--- src/design/slow_ctrl_consts.svh ---
/*
 * slow control constants
 * word sizes, chip counts and serial frame timing shared by the
 * ADC3424 / AD5668 serial control path
 */
`ifndef SLOW_CTRL_CONSTS_SVH
`define SLOW_CTRL_CONSTS_SVH

// transfer sizes
`define ADC_WORD_BITS 24
`define ADC_RD_BITS 8
`define DAC_WORD_BITS 32
// word path, MSB aligned
`define MAX_WORD_BITS 32

// board population
`define N_ADC_CHIPS 6
`define N_DAC_BUSES 3
`define N_DAC_CHIPS 3

// serial timing, in lclk cycles
`define SCLK_HALF 4
`define CS_LEAD 8
`define CS_TAIL 8

// holds counts up to MAX_WORD_BITS
`define BIT_CNT_W 6

`endif
--- src/design/slow_ctrl_pkg.sv ---
/*
 * slow control package
 * enums shared by the serial request arbiter, shift engine and pin router
 */
package slow_ctrl_pkg;

  // which client owns the current frame
  typedef enum logic {
    TARGET_ADC = 1'b0,
    TARGET_DAC = 1'b1
  } serial_target_e;

  // shift engine FSM
  typedef enum logic [2:0] {
    ST_IDLE  = 3'd0,
    ST_LEAD  = 3'd1,
    ST_SHIFT = 3'd2,
    ST_TAIL  = 3'd3,
    ST_DONE  = 3'd4
  } spi_state_e;

endpackage

--- src/design/slow_ctrl_top.sv ---
/*
 * slow serial control top
 * ADC3424 and AD5668 configuration through one shared shift engine
 */
`include "slow_ctrl_consts.svh"

module slow_ctrl_top (
  input  logic                                 lclk,
  input  logic                                 lclk_rst,
  // ADC client and pins
  input  logic                                 i_adc_req,
  input  logic [`N_ADC_CHIPS-1:0]              i_adc_sel,
  input  logic [`ADC_WORD_BITS-1:0]            i_adc_wr_data,
  input  logic                                 i_adc_sdout,
  output logic                                 o_adc_ack,
  output logic [`ADC_RD_BITS-1:0]              o_adc_rd_data,
  output logic                                 o_adc_sclk,
  output logic                                 o_adc_sdata,
  output logic [`N_ADC_CHIPS-1:0]              o_adc_sen_n,
  // DAC client and pins
  input  logic                                 i_dac_req,
  input  logic [`N_DAC_BUSES-1:0]              i_dac_bus_sel,
  input  logic [`N_DAC_CHIPS-1:0]              i_dac_chip_sel,
  input  logic [`DAC_WORD_BITS-1:0]            i_dac_wr_data,
  output logic                                 o_dac_ack,
  output logic [`N_DAC_BUSES-1:0]              o_dac_sclk,
  output logic [`N_DAC_BUSES-1:0]              o_dac_din,
  output logic [`N_DAC_BUSES*`N_DAC_CHIPS-1:0] o_dac_sync_n
);

  // arbiter to engine
  logic                          start;
  logic [`MAX_WORD_BITS-1:0]     word;
  logic [`BIT_CNT_W-1:0]         nbits;
  // engine to arbiter
  logic                          done;
  logic [`MAX_WORD_BITS-1:0]     rx_word;
  // arbiter to router
  logic                          busy;
  slow_ctrl_pkg::serial_target_e target;
  logic [`N_ADC_CHIPS-1:0]       adc_sel;
  logic [`N_DAC_BUSES-1:0]       dac_bus_sel;
  logic [`N_DAC_CHIPS-1:0]       dac_chip_sel;
  // engine to router
  logic                          frame;
  logic                          sclk_raw;
  logic                          mosi;

  serial_req_arbiter u_arbiter (
    .lclk           (lclk),
    .lclk_rst       (lclk_rst),
    .i_adc_req      (i_adc_req),
    .i_adc_sel      (i_adc_sel),
    .i_adc_wr_data  (i_adc_wr_data),
    .o_adc_ack      (o_adc_ack),
    .o_adc_rd_data  (o_adc_rd_data),
    .i_dac_req      (i_dac_req),
    .i_dac_bus_sel  (i_dac_bus_sel),
    .i_dac_chip_sel (i_dac_chip_sel),
    .i_dac_wr_data  (i_dac_wr_data),
    .o_dac_ack      (o_dac_ack),
    .i_done         (done),
    .i_rx_word      (rx_word),
    .o_start        (start),
    .o_word         (word),
    .o_nbits        (nbits),
    .o_busy         (busy),
    .o_target       (target),
    .o_adc_sel      (adc_sel),
    .o_dac_bus_sel  (dac_bus_sel),
    .o_dac_chip_sel (dac_chip_sel)
  );

  // only the ADC bus has a readback line
  spi_shift_engine u_engine (
    .lclk       (lclk),
    .lclk_rst   (lclk_rst),
    .i_start    (start),
    .i_word     (word),
    .i_nbits    (nbits),
    .i_miso     (i_adc_sdout),
    .o_frame    (frame),
    .o_sclk_raw (sclk_raw),
    .o_mosi     (mosi),
    .o_done     (done),
    .o_rx_word  (rx_word)
  );

  serial_pin_router u_router (
    .lclk           (lclk),
    .lclk_rst       (lclk_rst),
    .i_busy         (busy),
    .i_target       (target),
    .i_adc_sel      (adc_sel),
    .i_dac_bus_sel  (dac_bus_sel),
    .i_dac_chip_sel (dac_chip_sel),
    .i_frame        (frame),
    .i_sclk_raw     (sclk_raw),
    .i_mosi         (mosi),
    .o_adc_sclk     (o_adc_sclk),
    .o_adc_sdata    (o_adc_sdata),
    .o_adc_sen_n    (o_adc_sen_n),
    .o_dac_sclk     (o_dac_sclk),
    .o_dac_din      (o_dac_din),
    .o_dac_sync_n   (o_dac_sync_n)
  );

endmodule

--- src/design/serial_pin_router.sv ---
/*
 * serial pin router
 * steers engine clock and data to the shared ADC bus or one DAC bus,
 * inverts the DAC clock and drives enables and syncs, all registered
 */
`include "slow_ctrl_consts.svh"

module serial_pin_router (
  input  logic                                    lclk,
  input  logic                                    lclk_rst,
  input  logic                                    i_busy,
  input  slow_ctrl_pkg::serial_target_e           i_target,
  input  logic [`N_ADC_CHIPS-1:0]                 i_adc_sel,
  input  logic [`N_DAC_BUSES-1:0]                 i_dac_bus_sel,
  input  logic [`N_DAC_CHIPS-1:0]                 i_dac_chip_sel,
  input  logic                                    i_frame,
  input  logic                                    i_sclk_raw,
  input  logic                                    i_mosi,
  output logic                                    o_adc_sclk,
  output logic                                    o_adc_sdata,
  output logic [`N_ADC_CHIPS-1:0]                 o_adc_sen_n,
  output logic [`N_DAC_BUSES-1:0]                 o_dac_sclk,
  output logic [`N_DAC_BUSES-1:0]                 o_dac_din,
  output logic [`N_DAC_BUSES*`N_DAC_CHIPS-1:0]    o_dac_sync_n
);

  logic                    adc_active;
  logic                    dac_active;
  logic [`N_DAC_BUSES-1:0] bus_on;

  // frame alone is not enough, busy keeps target and selects valid
  assign adc_active = i_busy && i_frame && (i_target == slow_ctrl_pkg::TARGET_ADC);
  assign dac_active = i_busy && i_frame && (i_target == slow_ctrl_pkg::TARGET_DAC);
  assign bus_on     = {`N_DAC_BUSES{dac_active}} & i_dac_bus_sel;

  // ADC side, clock idles low
  always_ff @(posedge lclk) begin
    if (lclk_rst) begin
      o_adc_sclk  <= 1'b0;
      o_adc_sdata <= 1'b0;
      o_adc_sen_n <= '1;
    end else begin
      o_adc_sclk  <= adc_active && i_sclk_raw;
      o_adc_sdata <= adc_active && i_mosi;
      o_adc_sen_n <= ~({`N_ADC_CHIPS{adc_active}} & i_adc_sel);
    end
  end

  // DAC buses, clock idles high
  always_ff @(posedge lclk) begin
    if (lclk_rst) begin
      o_dac_sclk   <= '1;
      o_dac_din    <= '0;
      o_dac_sync_n <= '1;
    end else begin
      for (int b = 0; b < `N_DAC_BUSES; b++) begin
        // inverted so the chip latches on its falling edge
        o_dac_sclk[b] <= !(bus_on[b] && i_sclk_raw);
        o_dac_din[b]  <= bus_on[b] && i_mosi;
        // bus-major sync lines
        o_dac_sync_n[b*`N_DAC_CHIPS +: `N_DAC_CHIPS] <=
          ~({`N_DAC_CHIPS{bus_on[b]}} & i_dac_chip_sel);
      end
    end
  end

endmodule

--- src/design/spi_shift_engine.sv ---
/*
 * serial shift engine
 * runs one frame per start pulse: lead time, n clock periods with
 * MSB-first data out and sampling in, then tail time and done
 */
`include "slow_ctrl_consts.svh"

module spi_shift_engine (
  input  logic                      lclk,
  input  logic                      lclk_rst,
  input  logic                      i_start,
  input  logic [`MAX_WORD_BITS-1:0] i_word,
  input  logic [`BIT_CNT_W-1:0]     i_nbits,
  input  logic                      i_miso,
  output logic                      o_frame,
  output logic                      o_sclk_raw,
  output logic                      o_mosi,
  output logic                      o_done,
  output logic [`MAX_WORD_BITS-1:0] o_rx_word
);

  // one counter covers lead, tail and the bit period phase
  localparam int CNT_W = $clog2(`CS_LEAD + `CS_TAIL + 2 * `SCLK_HALF);

  slow_ctrl_pkg::spi_state_e state;

  logic [CNT_W-1:0]          cnt;
  logic [`BIT_CNT_W-1:0]     bit_cnt;
  logic [`BIT_CNT_W-1:0]     nbits;
  logic [`MAX_WORD_BITS-1:0] tx_shreg;
  logic                      lead_end;
  logic                      phase_end;
  logic                      phase_mid;
  logic                      phase_rise;
  logic                      tail_end;
  logic                      last_bit;

  // counter decodes
  assign lead_end   = (cnt == CNT_W'(`CS_LEAD - 1));
  assign tail_end   = (cnt == CNT_W'(`CS_TAIL - 1));
  assign phase_end  = (cnt == CNT_W'(2 * `SCLK_HALF - 1));
  // sclk falls after this cycle
  assign phase_mid  = (cnt == CNT_W'(`SCLK_HALF - 1));
  // first cycle of the high half
  assign phase_rise = (cnt == '0);
  assign last_bit   = (bit_cnt == nbits - `BIT_CNT_W'(1));

  // FSM and counters
  always_ff @(posedge lclk) begin
    if (lclk_rst) begin
      state   <= slow_ctrl_pkg::ST_IDLE;
      cnt     <= '0;
      bit_cnt <= '0;
    end else begin
      case (state)
        slow_ctrl_pkg::ST_IDLE: begin
          if (i_start) begin
            state   <= slow_ctrl_pkg::ST_LEAD;
            cnt     <= '0;
            bit_cnt <= '0;
          end
        end
        slow_ctrl_pkg::ST_LEAD: begin
          if (lead_end) begin
            state <= slow_ctrl_pkg::ST_SHIFT;
            cnt   <= '0;
          end else begin
            cnt <= cnt + CNT_W'(1);
          end
        end
        slow_ctrl_pkg::ST_SHIFT: begin
          if (phase_end) begin
            cnt     <= '0;
            bit_cnt <= bit_cnt + `BIT_CNT_W'(1);
            if (last_bit) begin
              state <= slow_ctrl_pkg::ST_TAIL;
            end
          end else begin
            cnt <= cnt + CNT_W'(1);
          end
        end
        slow_ctrl_pkg::ST_TAIL: begin
          if (tail_end) begin
            state <= slow_ctrl_pkg::ST_DONE;
            cnt   <= '0;
          end else begin
            cnt <= cnt + CNT_W'(1);
          end
        end
        // one recovery cycle before the next start is accepted
        slow_ctrl_pkg::ST_DONE: begin
          state <= slow_ctrl_pkg::ST_IDLE;
        end
        default: begin
          state <= slow_ctrl_pkg::ST_IDLE;
        end
      endcase
    end
  end

  // shift registers, loaded on start
  always_ff @(posedge lclk) begin
    if (state == slow_ctrl_pkg::ST_IDLE && i_start) begin
      tx_shreg  <= i_word;
      nbits     <= i_nbits;
      o_rx_word <= '0;
    end else if (state == slow_ctrl_pkg::ST_SHIFT) begin
      // next bit goes out on the falling half
      if (phase_mid) begin
        tx_shreg <= tx_shreg << 1;
      end
      // capture lines up with the registered pin edge
      if (phase_rise) begin
        o_rx_word <= {o_rx_word[`MAX_WORD_BITS-2:0], i_miso};
      end
    end
  end

  // outputs decoded from registered state
  assign o_frame    = (state == slow_ctrl_pkg::ST_LEAD) ||
                      (state == slow_ctrl_pkg::ST_SHIFT) ||
                      (state == slow_ctrl_pkg::ST_TAIL);
  assign o_sclk_raw = (state == slow_ctrl_pkg::ST_SHIFT) && (cnt < CNT_W'(`SCLK_HALF));
  assign o_mosi     = tx_shreg[`MAX_WORD_BITS-1];
  // last tail cycle, exactly one frame after start
  assign o_done     = (state == slow_ctrl_pkg::ST_TAIL) && tail_end;

endmodule

--- src/design/serial_req_arbiter.sv ---
/*
 * serial request arbiter
 * takes level requests from the ADC and DAC clients, grants one at a
 * time (ADC first), holds word and selects for the frame, pulses acks
 * and keeps the ADC read data
 */
`include "slow_ctrl_consts.svh"

module serial_req_arbiter (
  input  logic                               lclk,
  input  logic                               lclk_rst,
  // ADC client
  input  logic                               i_adc_req,
  input  logic [`N_ADC_CHIPS-1:0]            i_adc_sel,
  input  logic [`ADC_WORD_BITS-1:0]          i_adc_wr_data,
  output logic                               o_adc_ack,
  output logic [`ADC_RD_BITS-1:0]            o_adc_rd_data,
  // DAC client
  input  logic                               i_dac_req,
  input  logic [`N_DAC_BUSES-1:0]            i_dac_bus_sel,
  input  logic [`N_DAC_CHIPS-1:0]            i_dac_chip_sel,
  input  logic [`DAC_WORD_BITS-1:0]          i_dac_wr_data,
  output logic                               o_dac_ack,
  // shift engine
  input  logic                               i_done,
  input  logic [`MAX_WORD_BITS-1:0]          i_rx_word,
  output logic                               o_start,
  output logic [`MAX_WORD_BITS-1:0]          o_word,
  output logic [`BIT_CNT_W-1:0]              o_nbits,
  // pin router
  output logic                               o_busy,
  output slow_ctrl_pkg::serial_target_e      o_target,
  output logic [`N_ADC_CHIPS-1:0]            o_adc_sel,
  output logic [`N_DAC_BUSES-1:0]            o_dac_bus_sel,
  output logic [`N_DAC_CHIPS-1:0]            o_dac_chip_sel
);

  logic adc_pend;
  logic dac_pend;
  logic launch_adc;
  logic launch_dac;

  // a request still held in the ack cycle is already served
  assign adc_pend = i_adc_req && !o_adc_ack;
  assign dac_pend = i_dac_req && !o_dac_ack;

  // ADC has priority
  assign launch_adc = !o_busy && adc_pend;
  assign launch_dac = !o_busy && !adc_pend && dac_pend;

  // grant, busy and ack control
  always_ff @(posedge lclk) begin
    if (lclk_rst) begin
      o_busy         <= 1'b0;
      o_start        <= 1'b0;
      o_adc_ack      <= 1'b0;
      o_dac_ack      <= 1'b0;
      o_target       <= slow_ctrl_pkg::TARGET_ADC;
      o_adc_sel      <= '0;
      o_dac_bus_sel  <= '0;
      o_dac_chip_sel <= '0;
      o_adc_rd_data  <= '0;
    end else begin
      // single-cycle pulses
      o_start   <= 1'b0;
      o_adc_ack <= 1'b0;
      o_dac_ack <= 1'b0;

      if (launch_adc) begin
        o_busy    <= 1'b1;
        o_start   <= 1'b1;
        o_target  <= slow_ctrl_pkg::TARGET_ADC;
        o_adc_sel <= i_adc_sel;
      end else if (launch_dac) begin
        o_busy         <= 1'b1;
        o_start        <= 1'b1;
        o_target       <= slow_ctrl_pkg::TARGET_DAC;
        o_dac_bus_sel  <= i_dac_bus_sel;
        o_dac_chip_sel <= i_dac_chip_sel;
      end else if (o_busy && i_done) begin
        o_busy <= 1'b0;
        if (o_target == slow_ctrl_pkg::TARGET_ADC) begin
          o_adc_ack     <= 1'b1;
          // last bits shifted in are the register contents
          o_adc_rd_data <= i_rx_word[`ADC_RD_BITS-1:0];
        end else begin
          o_dac_ack <= 1'b1;
        end
      end
    end
  end

  // transfer word, MSB aligned for the engine
  always_ff @(posedge lclk) begin
    if (launch_adc) begin
      o_word  <= `MAX_WORD_BITS'(i_adc_wr_data) << (`MAX_WORD_BITS - `ADC_WORD_BITS);
      o_nbits <= `BIT_CNT_W'(`ADC_WORD_BITS);
    end else if (launch_dac) begin
      o_word  <= `MAX_WORD_BITS'(i_dac_wr_data) << (`MAX_WORD_BITS - `DAC_WORD_BITS);
      o_nbits <= `BIT_CNT_W'(`DAC_WORD_BITS);
    end
  end

endmodule

--- config.mk ---
export PLATFORM = sky130hd
export DESIGN_NAME = slow_ctrl_top
export DESIGN_NICKNAME = d
export VERILOG_FILES = /design/src/design/slow_ctrl_pkg.sv /design/src/design/slow_ctrl_top.sv /design/src/design/serial_pin_router.sv /design/src/design/spi_shift_engine.sv /design/src/design/serial_req_arbiter.sv
export VERILOG_INCLUDE_DIRS = /design/src /design/src/design
export SDC_FILE = /design/constraint.sdc
export NUM_CORES = 1
export LEC_CHECK = 0
export BUFFER_PORTS_ARGS = -buffer_cell sky130_fd_sc_hd__buf_2
export CAP_MARGIN = 20
export CORE_MARGIN = 10
export CORE_UTILIZATION = 54
export DETAILED_ROUTE_END_ITERATION = 8
export PLACE_DENSITY = 0.79
export SLEW_MARGIN = 20
export SYNTH_ARGS = -nofsm -noshare
export SYNTH_HDL_FRONTEND = slang
export SYNTH_SLANG_ARGS = --single-unit
--- constraint.sdc ---
create_clock -name lclk -period 2.3 [get_ports lclk]
set_input_delay 0.345 -clock lclk [delete_from_list [all_inputs] [get_ports lclk]]
set_output_delay 0.345 -clock lclk [all_outputs]
set_load 0.005 [all_outputs]
==> results of run 1 <==
-- how the worst max path moves through the flow --
stage,endpoint,slack [ps],start,cells past startpoint
6_report,u_engine.tx_shreg[25],490,u_engine.state[2],4
5_1_grt,u_engine.o_rx_word[3],360,u_engine.state[1],4
4_1_cts,u_engine.tx_shreg[1],500,u_engine.state[2],4
3_5_place_dp,u_engine.tx_shreg[11],510,u_engine.state[1],3
3_3_place_gp,u_engine.tx_shreg[12],550,u_engine.state[2],4
2_1_floorplan,u_engine.tx_shreg[0],200,u_engine.state[0],4
-- critical path: stages (launching register included) --
cell	delay, ps
dfxtp_1	470
nor4b_4	360
buf_12	260
a31o_2	170
buf_12	200
-- synth_stat cells, types with 2 or more instances --
master    number
a21oi_1       18
a22o_1        24
a31oi_1        2
and2_1         4
buf_1          2
buf_6          5
clkbuf_1      14
dfxtp_1       80
edfxtp_1      58
ha_1           3
inv_1          4
mux2_2        32
mux2i_1       18
nand2_1       67
nand2b_1       6
nand3_1       14
nor2_1        37
nor2b_1        6
nor3_1        12
nor4_1         3
o21ai_0        5
xnor2_1        7
xor2_1         2
-- routing by layer --
layer / share of wire [%] / global-route usage (%)
met5: 0 / 0
met4: 1.4 / 6.641
met3: 6.2 / 5.999
met2: 50 / 26.28
met1: 43 / 18.82
-- logic make-up after synthesis --
| family | Yosys count |
|---|---|
| buffers and inverters | 27 |
| muxes | 50 |
| xor gates and xnor gates | 9 |
| and+or+nand+nor | 161 |
| adders and majority gates | 3 |
| AOI/OAI and AO/OA | 53 |
| DFF | 138 |
-- cell usage in the layout (no fill, tap or decap), types with 3 or more instances in the layout --
cell,synthesis,routed
xnor2_1,7,7
dfxtp_1,80,80
mux2i_1,18,18
and2_1,4,4
nand3_1,14,14
clkinv_4,0,4
buf_4,1,8
a22o_1,24,24
nor3_1,12,12
nand2b_1,6,6
a21oi_1,18,18
clkbuf_16,0,16
mux2_2,32,32
buf_2,1,105
nor2b_1,6,6
inv_1,4,4
nor2_1,37,36
nand2_1,67,67
ha_1,3,3
edfxtp_1,58,58
o21ai_0,5,5
bufinv_16,0,3
clkinvlp_4,0,6
-- report_power, final --
group / internal (mW) / switching [mW] / leakage, nW
Sequential: 2.71 / 0.0562 / 1.21
Clock: 1.65 / 1.02 / 0.265
Combinational: 0.192 / 0.208 / 1.14
Total: 4.56 / 1.29 / 2.62
-- area by class of cell --
| type | count | share of cell area (%) |
|---|---|---|
| sequential | 138 | 50.90 |
| multi-input combinational | 276 | 27.79 |
| timing repair buffer | 115 | 9.524 |
| clock buffer | 18 | 6.362 |
| clock inverter | 14 | 2.667 |
| tap | 133 | 2.533 |
| inverter | 4 | 0.2286 |
-- flip-flops by register name (all words and copies together), names as in the netlist, 5 cells and up --
register and count:
u_arbiter.o_word 32, u_engine.tx_shreg 32, u_router.o_dac_sync_n 9, u_arbiter.o_adc_rd_data 8, u_engine.o_rx_word 8, u_arbiter.o_adc_sel 6, u_engine.bit_cnt 6, u_router.o_adc_sen_n 6
u_engine.cnt 5
==> metrics, run 1 <==
status completed; pwr dens 889.7 nW/µm²; post-synthesis mux area share 10.19%; Syn Nets 517; placed insts 666; Fmax achieved 552.0 MHz; syn avg cell area 12.03 µm²; CP Data Arrival Time 2010 ps; Synth Register Bits 138; drt first pass iters 4; final hold vios 0; Critical Path Fanout Max 39; DP Area 5976 µm²; Final period util 78.77%; Mapped Area 5304 µm²; EDFF count, synth 58; clk_skew 8.834 ps; hold_ws 27.27 ps; Worst-Skew Late Latency 500 ps; Total Wirelength 11,220 µm; GP Congestion 0.8460; initial DRC count 323; commonest register cell after synthesis dfxtp_1; die width 119.1 µm; CTS HTree Levels 4; post-synth top area share 32.84%; Layout Nets 628; antenna cell count 0; finished layout cell area 6569 µm²; share of post-route cells with drive strength above 1 33.45%; MaxCap Viol Count 0; crit path launch type register; # IOs 106; Hold Buf Count CTS 0; Ys Warns 0; minimum clock period 1812 ps; Post-CTS Setup Inserts 0; Reg2Reg Depth 4; clk sinks 138; Worst Setup Slack post-DPL 507.8 ps; setup TNS 0 ps; Initial Utilization 54.77%; Reg area 3343 µm²; Final WS setup 488.4 ps; Synth area leaders edfxtp_1 33%, dfxtp_1 30%, mux2_2 6.8%; Critical Path RT 2490 ps; Synth Area in XOR/XNOR 1.486%; post-route ant nets 0; gr ovfl total 0; clock buffer depth 2; vias per std cell 5.123; reg2reg start u_engine.state[2]; Synth Area in Compound Gates 6.983%; unrepaired setup endpoints after global routing false; largest family of logic cells by synthesized area simple AND/OR/NAND/NOR gates; vias in the first global route 3,872; IO buf count 105; Pwr Total 5.844 mW; Root Buffer clkbuf_8; total track usage 16.13%; Post-Synth Simple-Gate Area 14.89%; post-DP HPWL 7575 µm; vias 3,576; FF-to-FF setup slack 490 ps; largest net degree at the start of global routing 40; Crit Reg-Reg Endpoint u_engine.tx_shreg[25]; Remaining DRCs 0; Least-Margin Pin Slew 549.6 ps; fin util 67.83%; final setup fails 0; Clk pin slew, worst setup/hold paths 60 ps; number of cells upsized or downsized after cts 0; Worst Hold Depth 3; Cell Rows 36; sink of the worst hold path u_arbiter.o_word[3]; sequential area share after synthesis 63.03%; area of the multi-input gates 1826 µm²; routed length per instance 16.07 µm; fillcell total 675; synth-to-layout area growth 23.85%; chip height 119.1 µm; worst-case vdd ir drop 0.4646 mV; CTS tree yes; adder-cell share of the synthesized area 0.7077%; largest area contributor in the synthesized netlist edfxtp_1; Hold WC Path Type in -> reg; die area 14,190 µm²; total CTS buffers 17; core area 9684 µm²; Synth cell types 41; Final Non-Filler Cells 698; Critical Path Sink Type register; asr flop ratio synth 0%; cells after synthesis 441; global-route wire length before repair 18,640 µm; relative slew slack 63.36%; Leak Pwr 2.617 nW; WS Path Type reg -> reg; Hold Startpoint i_dac_wr_data[3]; fin. max-slew vios 0; initial antenna violation count 0
Note: power is estimated with default switching activity, not from simulation.
==> run 2: changes to the inputs <==
--- a/config.mk
+++ b/config.mk
@@ -6,12 +6,13 @@
 export SDC_FILE = /design/constraint.sdc
 export NUM_CORES = 1
 export LEC_CHECK = 0
+export ABC_AREA = 1
 export BUFFER_PORTS_ARGS = -buffer_cell sky130_fd_sc_hd__buf_2
 export CAP_MARGIN = 20
 export CORE_MARGIN = 10
-export CORE_UTILIZATION = 54
+export CORE_UTILIZATION = 49
 export DETAILED_ROUTE_END_ITERATION = 8
-export PLACE_DENSITY = 0.79
+export PLACE_DENSITY = 0.75
 export SLEW_MARGIN = 20
 export SYNTH_ARGS = -nofsm -noshare
 export SYNTH_HDL_FRONTEND = slang
==> constraint.sdc (replaced) <==
create_clock -name lclk -period 1.6 [get_ports lclk]
set_input_delay 0.24 -clock lclk [delete_from_list [all_inputs] [get_ports lclk]]
set_output_delay 0.24 -clock lclk [all_outputs]
set_load 0.005 [all_outputs]
==> metrics, run 2 <==
status completed; Layout Nets 807; fin util 63.98%; clock buffer depth 2; total CTS buffers 17; CP max stage delay 330 ps; initial antenna violation count 0; largest area contributor in the synthesized netlist edfxtp_1; Synth area leaders edfxtp_1 32%, dfxtp_1 30%, nand2_1 11%; drt first pass iters 5; gr ovfl total 0; fin. max-slew vios 0; Clk pin slew, worst setup/hold paths 60 ps; post-route ant nets 0; minimum clock period 1499 ps; Mapped Area 5406 µm²; core area 10,840 µm²; list of most frequent post-synthesis cells 164 x nand2_1, 80 x dfxtp_1, 63 x inv_1, 63 x o21ai_0, 61 x nor2_1; crit path launch type register; count leader, synth nand2_1; die width 125.0 µm; relative slew slack 68.02%; share of post-route cells with drive strength above 1 22.85%; Ys Warns 0; Top Registers u_arbiter.o_word (32), u_engine.tx_shreg (32), u_router.o_dac_sync_n (9); EDFF count, synth 58; commonest register cell after synthesis dfxtp_1; CP bufs+invs 0; # IOs 106; CTS tree yes; Final WS setup 100.7 ps; Leak Pwr 2.987 nW; Initial Utilization 49.87%; CP max-delay cell dfxtp_1; pwr dens 1428 nW/µm²; Syn Nets 679; chip height 125.0 µm; WS Path Type reg -> reg; Cell Rows 38; routed length per instance 13.48 µm; Pwr Total 9.907 mW; vias 4,317; Final period util 93.70%; Fmax achieved 667.0 MHz; worst-case vdd ir drop 0.7708 mV; Final Non-Filler Cells 884; Worst-Skew Late Latency 510 ps; syn avg cell area 8.966 µm²; hold_ws 13.62 ps; Critical Path Fanout Max 32; IO buf count 105; fillcell total 856; die area 15,640 µm²; Post-CTS Setup Inserts 0; Root Buffer clkbuf_8; asr flop ratio synth 0%; sequential area share after synthesis 61.84%; initial DRC count 457; GP Congestion 0.8284; synth-to-layout area growth 28.28%; final setup fails 0; antenna cell count 0; Total Wirelength 11,920 µm; final hold vios 0; Synth Register Bits 138; CTS HTree Levels 4; Worst Setup Slack post-DPL 43.41 ps; Critical Path Sink Type register; clk_skew 7.441 ps; Remaining DRCs 0; crit-path cells nor2_4, nand2_2, nor3_4, nand2_1, nand2_8; vias per std cell 4.883; post-DP HPWL 8412 µm; Least-Margin Pin Slew 479.1 ps; Synth cell types 29; most common cell after layout, fill and taps aside nand2_1; placed insts 837; CP Data Arrival Time 1690 ps; Critical Path RT 1790 ps; Crit path max-delay family simple AND/OR/NAND/NOR gates; most frequent cells in the layout 162 x nand2_1, 105 x buf_2, 80 x dfxtp_1; post-synth top area share 32.21%; cells after synthesis 603; clk sinks 138; Hold WC Path Type in -> reg; vias in the first global route 4,335; largest net degree at the start of global routing 55; global-route wire length before repair 19,670 µm; MaxCap Viol Count 0; total track usage 14.80%
-- run 2: kinds of logic after synthesis --
logic type	synth area share [%]
buf+inv	6.642
fa+ha+maj	0.6944
compound gates	9.581
flops	61.84
xor+xnor	0.1620
simple gates	21.08
-- run 2: area by class of cell --
| cell class | count | area [µm²] | area share, % |
|---|---|---|---|
| Sequential cell | 138 | 3343 | 48.21 |
| Multi-Input combinational cell | 376 | 1752 | 25.26 |
| Timing Repair Buffer | 131 | 793.3 | 11.44 |
| Clock buffer | 21 | 460.4 | 6.639 |
| Inverter | 67 | 256.5 | 3.698 |
| Tap cell | 140 | 175.2 | 2.526 |
| Clock inverter | 11 | 155.1 | 2.237 |
-- run 2: worst min-delay path, cell delays in order --
cell	delay, ps
buf_2	70
nand2_1	40
o21ai_0	60
-- run 2: where the power goes --
group,internal [mW],switching (mW)
Clock,2.54,1.48
Combinational,0.562,0.983
Sequential,4.16,0.187
-- run 2: timing repair --
action | CTS | global route
hold endpoints to repair | 14 | 0
resized for setup | 0 | 5
setup endpoints to repair | 0 | 43
hold buffers | 14 | 0
-- run 2: per-layer routing --
layer	GRT usage [%]	part of all wire, %
met1	17.69	44
met2	24.75	48
met3	4.732	7.3
met4	4.810	0.71
met5	0	0
-- run 2: path summary, 6_finish.rpt --
path | startpoint | endpoint | slack, ps | cells after the start
max | u_engine.state[0] | u_engine.tx_shreg[18] | 100 | 5
min | i_adc_wr_data[20] | u_arbiter.o_word[28] | 10 | 3
max reg2reg | u_engine.state[0] | u_engine.tx_shreg[18] | 100 | 5
min reg2reg | u_arbiter.o_adc_sel[5] | u_router.o_adc_sen_n[5] | 410 | 1
-- run 2: per-stage QoR --
step / TNS, ps / area [µm²]
global route: -5.784 / 6935
detailed placement: 0 / 6145
finish: 0 / 6935
floorplan: 0 / 5416
global placement: 0 / 6145
CTS: 0 / 6900
